## config.mk

```make
export PLATFORM = sky130hd
export DESIGN_NAME = tcdm_xbar
export DESIGN_NICKNAME = d
export VERILOG_FILES = /design/src/hdl/pool_pkg.sv /design/src/hdl/tcdm_xbar.sv
export SDC_FILE = /design/constraint.sdc
export NUM_CORES = 1
export LEC_CHECK = 0
export ABC_AREA = 1
export ABC_CLOCK_PERIOD_IN_PS = 2950
export BUFFER_PORTS_ARGS = -buffer_cell sky130_fd_sc_hd__buf_2
export CAP_MARGIN = 20
export CORE_AREA = 2 2 289 291
export DETAILED_ROUTE_END_ITERATION = 6
export DIE_AREA = 0 0 291 293
export GPL_TIMING_DRIVEN = 0
export PLACE_DENSITY_LB_ADDON = 0.12
export SKIP_LAST_GASP = 1
export SLEW_MARGIN = 20
export SYNTH_ARGS = -nofsm -noshare
export SYNTH_HDL_FRONTEND = slang
export SYNTH_SLANG_ARGS = --single-unit
```

## constraint.sdc

```tcl
create_clock -name clk_i -period 2.95 [get_ports clk_i]
set_clock_uncertainty 0.15 [all_clocks]
set_input_delay 0.59 -clock clk_i [delete_from_list [all_inputs] [get_ports clk_i]]
set_output_delay 0.59 -clock clk_i [all_outputs]
set_load 0.02 [all_outputs]
```

## src/hdl/pool_pkg.sv

```systemverilog
// ~~~~~~~~~~~~~~~~~~~~~~~~~~~~~~~~~~~~~~
// Fixed sizes for the four-tile cluster
// Tile count and bank depth must be powers of two
// ~~~~~~~~~~~~~~~~~~~~~~~~~~~~~~~~~~~~~~

package pool_pkg;

  // Cluster geometry
  localparam int unsigned NumTiles  = 4;
  localparam int unsigned BankWords = 256;

  // Bus widths
  localparam int unsigned AddrWidth = 32;
  localparam int unsigned DataWidth = 32;
  localparam int unsigned StrbWidth = DataWidth / 8;

  // Word offset inside the byte address
  localparam int unsigned ByteOffset = 2;

  // Derived widths
  localparam int unsigned TileIdWidth = $clog2(NumTiles);
  localparam int unsigned RowWidth    = $clog2(BankWords);

  // Byte address issued by a master
  typedef logic [AddrWidth-1:0] addr_t;

  // One data word and its byte enables
  typedef logic [DataWidth-1:0] data_t;
  typedef logic [StrbWidth-1:0] strb_t;

  // Bank select and initiator id share this width
  typedef logic [TileIdWidth-1:0] tile_id_t;

  // Word row inside one bank
  typedef logic [RowWidth-1:0] row_t;

endpackage : pool_pkg

```

## src/hdl/tcdm_xbar.sv

```systemverilog
// ~~~~~~~~~~~~~~~~~~~~~~~~~~~~~~~~~~~~~~
// Full crossbar over word-interleaved banks
// Masters must accept responses at all times
// Address bits above the bank space alias
// ~~~~~~~~~~~~~~~~~~~~~~~~~~~~~~~~~~~~~~

`timescale 1ns/1ps

module tcdm_xbar import pool_pkg::*; (
  input  logic                     clk_i,
  input  logic                     rst_i,
  // Master requests
  input  logic     [NumTiles-1:0] mst_req_valid_i,
  input  addr_t    [NumTiles-1:0] mst_req_addr_i,
  input  logic     [NumTiles-1:0] mst_req_wen_i,
  input  data_t    [NumTiles-1:0] mst_req_wdata_i,
  input  strb_t    [NumTiles-1:0] mst_req_be_i,
  output logic     [NumTiles-1:0] mst_req_ready_o,
  // Master responses
  output logic     [NumTiles-1:0] mst_resp_valid_o,
  output data_t    [NumTiles-1:0] mst_resp_rdata_o,
  // Bank requests
  output logic     [NumTiles-1:0] bank_req_valid_o,
  input  logic     [NumTiles-1:0] bank_req_ready_i,
  output row_t     [NumTiles-1:0] bank_req_row_o,
  output tile_id_t [NumTiles-1:0] bank_req_ini_o,
  output logic     [NumTiles-1:0] bank_req_wen_o,
  output data_t    [NumTiles-1:0] bank_req_wdata_o,
  output strb_t    [NumTiles-1:0] bank_req_be_o,
  // Bank responses
  input  logic     [NumTiles-1:0] bank_resp_valid_i,
  input  tile_id_t [NumTiles-1:0] bank_resp_ini_i,
  input  data_t    [NumTiles-1:0] bank_resp_rdata_i
);

  tile_id_t [NumTiles-1:0] bank_sel;
  row_t     [NumTiles-1:0] row_sel;
  tile_id_t [NumTiles-1:0] rr_q;
  tile_id_t [NumTiles-1:0] gnt_idx;
  logic     [NumTiles-1:0] gnt_vld;

  // Bank from the low word bits and row from the bits above
  always_comb begin
    for (int m = 0; m < NumTiles; m++) begin
      bank_sel[m] = mst_req_addr_i[m][ByteOffset +: TileIdWidth];
      row_sel[m]  = mst_req_addr_i[m][ByteOffset+TileIdWidth +: RowWidth];
    end
  end

  // Round-robin pick per bank
  // Scanning from the far end lets the nearest requester win
  always_comb begin
    tile_id_t cand;
    for (int b = 0; b < NumTiles; b++) begin
      gnt_vld[b] = 1'b0;
      gnt_idx[b] = rr_q[b];
      for (int off = NumTiles - 1; off >= 0; off--) begin
        cand = tile_id_t'(rr_q[b] + off);
        if (mst_req_valid_i[cand] && bank_sel[cand] == tile_id_t'(b)) begin
          gnt_vld[b] = 1'b1;
          gnt_idx[b] = cand;
        end
      end
    end
  end

  // Pointer moves past the winner once the bank path takes it
  always_ff @(posedge clk_i) begin
    if (rst_i) begin
      rr_q <= '0;
    end else begin
      for (int b = 0; b < NumTiles; b++) begin
        if (bank_req_valid_o[b] && bank_req_ready_i[b]) begin
          rr_q[b] <= gnt_idx[b] + 1'b1;
        end
      end
    end
  end

  // Winner payload to each bank
  always_comb begin
    for (int b = 0; b < NumTiles; b++) begin
      bank_req_valid_o[b] = gnt_vld[b];
      bank_req_ini_o[b]   = gnt_idx[b];
      bank_req_row_o[b]   = row_sel[gnt_idx[b]];
      bank_req_wen_o[b]   = mst_req_wen_i[gnt_idx[b]];
      bank_req_wdata_o[b] = mst_req_wdata_i[gnt_idx[b]];
      bank_req_be_o[b]    = mst_req_be_i[gnt_idx[b]];
    end
  end

  // Idle masters see the ready of the bank they address
  always_comb begin
    for (int m = 0; m < NumTiles; m++) begin
      mst_req_ready_o[m] = bank_req_ready_i[bank_sel[m]] &&
                           (!mst_req_valid_i[m] || gnt_idx[bank_sel[m]] == tile_id_t'(m));
    end
  end

  // Route responses by initiator id
  always_comb begin
    for (int m = 0; m < NumTiles; m++) begin
      mst_resp_valid_o[m] = 1'b0;
      mst_resp_rdata_o[m] = '0;
      for (int b = 0; b < NumTiles; b++) begin
        if (bank_resp_valid_i[b] && bank_resp_ini_i[b] == tile_id_t'(m)) begin
          mst_resp_valid_o[m] = 1'b1;
          mst_resp_rdata_o[m] = bank_resp_rdata_i[b];
        end
      end
    end
  end

endmodule : tcdm_xbar

```

==> impl_metrics.py <==
metrics = {
    "job": {
        "timing.max_cap.violations": 0,
    },
    "routing": {
        "total_iterations_of_the_first_detailed_routing_run": 6,
        "routed_wl_mm": 125.1,
        "vias_per_cell": 5.373,
        "first_iter_violations": 2086,
        "drc": 0,
        "ant_nets": 0,
        "post_drt_wl_per_cell_um": 29.71,
        "detailroute.via_count": 22620,
    },
    "critical_path": {
        "crit_family": "buffers and inverters",
        "crit_path_top_delay_cell": "buf_12",
        "worstSetupPathType": "in2out",
        "slowest_delay_ns": 0.18,
        "critPathBufInv": 9,
        "required_ns": 2.21,
        "cp-end-kind": "output pin",
        "critical_path_peak_fanout": 6,
        "worst_ep_arrival_time_ns": 2.74,
        "crit_path_cell_trace": "buf_12 -> clkinvlp_4 -> buf_12 -> nor2_4 -> nand2_2 -> nand2_2 -> nand2_1 -> nand2_2 -> inv_4 -> nand2_2 -> nand2_2 -> nand2_4 -> buf_12 -> nand2_8 -> buf_6 -> buf_12 -> buf_16 -> o22ai_1 -> nor2_1 -> buf_4",
        "worst_path_most_repeated_cell": "nand2_2",
        "crit_path_start_kind": "primary input",
    },
    "cells_and_area": {
        "drive_gt1_share_pct": 52.59,
        "layout.cells.most_common": "buf_2",
        "most_frequent_cells_in_the_layout": "buf_2 (473), nand2_1 (304), nand4_1 (216)",
        "registers.top_by_ff_count": "rr_q",
        "flip_flop_count_of_the_largest_register_all_copies_and_words_added": 8,
        "final_nets": 3558,
        "fill_cells": 9145,
        "flow.area_growth_from_synthesis_pct": 117.6,
        "largest_registers": "rr_q: 8 flops",
    },
    "placement": {
        "hpwlAfterDp_mm": 91.95,
        "gp_congestion": 0.9332,
        "port-buffer-count": 663,
    },
    "logic_synthesis": {
        "synth-edff-count": 0,
        "synth.avg_cell_area_um2": 5.055,
        "postSynthNetCount": 2658,
        "synth-seq-area-share_pct": 1.419,
        "synth_cell_type_count": 35,
        "ys_ff_latch": 8,
        "share_of_flip_flops_with_an_asynchronous_set_or_reset_pct": 0,
        "post-synth-top-area-cell": "nand3_1",
        "yosys_most_used_dff": "dfxtp_1",
        "mappedNetlistArea_um2": 11280,
        "fraction_of_synthesized_cell_area_taken_by_the_top_area_cell_type_pct": 14.86,
        "netlist_top_cells_area": "nand3_1 (15%), nand2_1 (13%), nand4_1 (12%), o21ai_0 (8.3%), o211ai_1 (8.0%)",
        "synthesis.yosys.warnings": 0,
        "syn_inst": 2232,
    },
    "worst_hold_path": {
        "worstHoldPathType": "reg2reg",
    },
    "sta": {
        "timing.final.ws_setup_ns": -0.5311,
        "rsz0062_at_grt": "yes",
        "report.final.setup_viol": 190,
        "totalNegativeSetupSlack_ns": -77.80,
        "report.final.hold_viol_count": 0,
        "slew_viol_final": 0,
        "worst_slew_pin_tran_ns": 0.7092,
        "timing.max_slew.rel_slack_pct": 52.72,
        "min_period_ns": 3.481,
        "period_utilization_post_route_pct": 118.0,
        "fmax_ghz": 0.2873,
    },
    "grt": {
        "grt_max_degree": 11,
        "grt.total_usage_pct": 26.93,
        "first_global_vias": 21810,
        "overflow": 0,
        "grt_antenna_before_repair": 35,
        "first_pass_grt_wire_length_mm": 168.6,
    },
    "cts": {
        "clkSlewWorstSetupHoldPaths_ns": 0.05,
        "ctsRootBufferMaster": "clkbuf_16",
        "cts-root-to-sink-buffers": 2,
        "insertion_delay_ns": 0.26,
        "cts_buffers": 3,
        "cts.sinks": 8,
        "ctsHtreeMaxLevel": 1,
        "cts_tree": "built",
    },
    "floorplan": {
        "dieWidth_um": 291,
        "num_rows": 105,
        "ports": 754,
        "dieArea_um2": 85260,
        "design.core.area_um2": 81850,
        "die_height_um": 293,
        "start_util_pct": 13.79,
    },
    "outcome": {
        "outcome": "finished with violations",
        "violations": "negative setup slack",
    },
}
==> through the flow <==
step	cells	util, %	hold slack (ns)	setup slack, ns	cell area [um^2]
5_1_grt	4203	29.97	0.5431	-0.6185	24530
3_5_place_dp	3965	19.48	0.5179	-1.468	15940
2_1_floorplan	2232	-	0.4354	0.004819	11280
3_3_place_gp	3965	19.48	0.5250	-1.474	15940
6_report	4210	29.99	0.5006	-0.5311	24550
4_1_cts	4121	26.10	0.4603	-0.4866	21360
==> cell usage after synthesis (25+ instances only) <==
library cell,count
nor2_1,227
a22oi_1,25
clkbuf_1,111
o22ai_1,87
o211ai_1,120
a21oi_1,69
buf_4,25
nand4_1,216
nand3_1,335
o21ai_0,186
nand2_1,402
buf_2,75
a31oi_1,93
inv_1,150
==> worst reg2reg max path: cells and delay by family, from the launching register on <==
kind / cells / cell delay, ns
AOI/OAI and AO/OA: 2 / 0.19
DFF: 1 / 0.37
buffers and inverters: 9 / 1.18
and+or+nand+nor: 7 / 0.83
==> logic make-up after synthesis <==
| family | share of synthesized area (%) |
|---|---|
| and+or+nand+nor | 50.62 |
| buffers and inverters | 15.36 |
| AOI/OAI and AO/OA | 32.60 |
| DFF | 1.419 |
==> worst paths after layout <==
path / from / end / slack [ns] / depth (start not counted)
setup reg to reg: rr_q[2]$_SDFFE_PP0P_ / rr_q[3]$_SDFFE_PP0P_ / 0.10 / 18
hold / removal: rr_q[6]$_SDFFE_PP0P_ / rr_q[6]$_SDFFE_PP0P_ / 0.50 / 3
setup / recovery: mst_req_valid_i[2] / bank_req_wdata_o[78] / -0.53 / 20
hold reg to reg: rr_q[6]$_SDFFE_PP0P_ / rr_q[6]$_SDFFE_PP0P_ / 0.50 / 3
==> layout make-up <==
class	count	area, um^2	share of cell area, %
antenna	10	25.02	0.1019
buffer	212	2382	9.704
clock buffer	3	75.07	0.3058
inverter	170	726.9	2.961
multi-input combinational	1829	12100	49.27
sequential	8	166.4	0.6778
tap	1070	1339	5.453
timing repair buffer	907	7731	31.49
timing repair inverter	1	8.758	0.03568
==> routing by layer <==
metal	up-vias	part of all wire [%]	global-route usage [%]
li1	9943	-	-
met1	11100	39	32.71
met2	1311	49	47.88
met3	231	8.8	6.710
met4	30	3.0	5.384
met5	-	0.15	0
==> repair_timing <==
item,in CTS,in global routing
gates cloned,20,19
resized for setup,1015,667
setup endpoints to repair,320,307
hold buffers,0,0
setup buffers,135,86
pin swaps,159,209
Power is left out: the tool's default activity adds up to more than one toggle a clock period on the data nets, which glitch-free logic cannot reach.
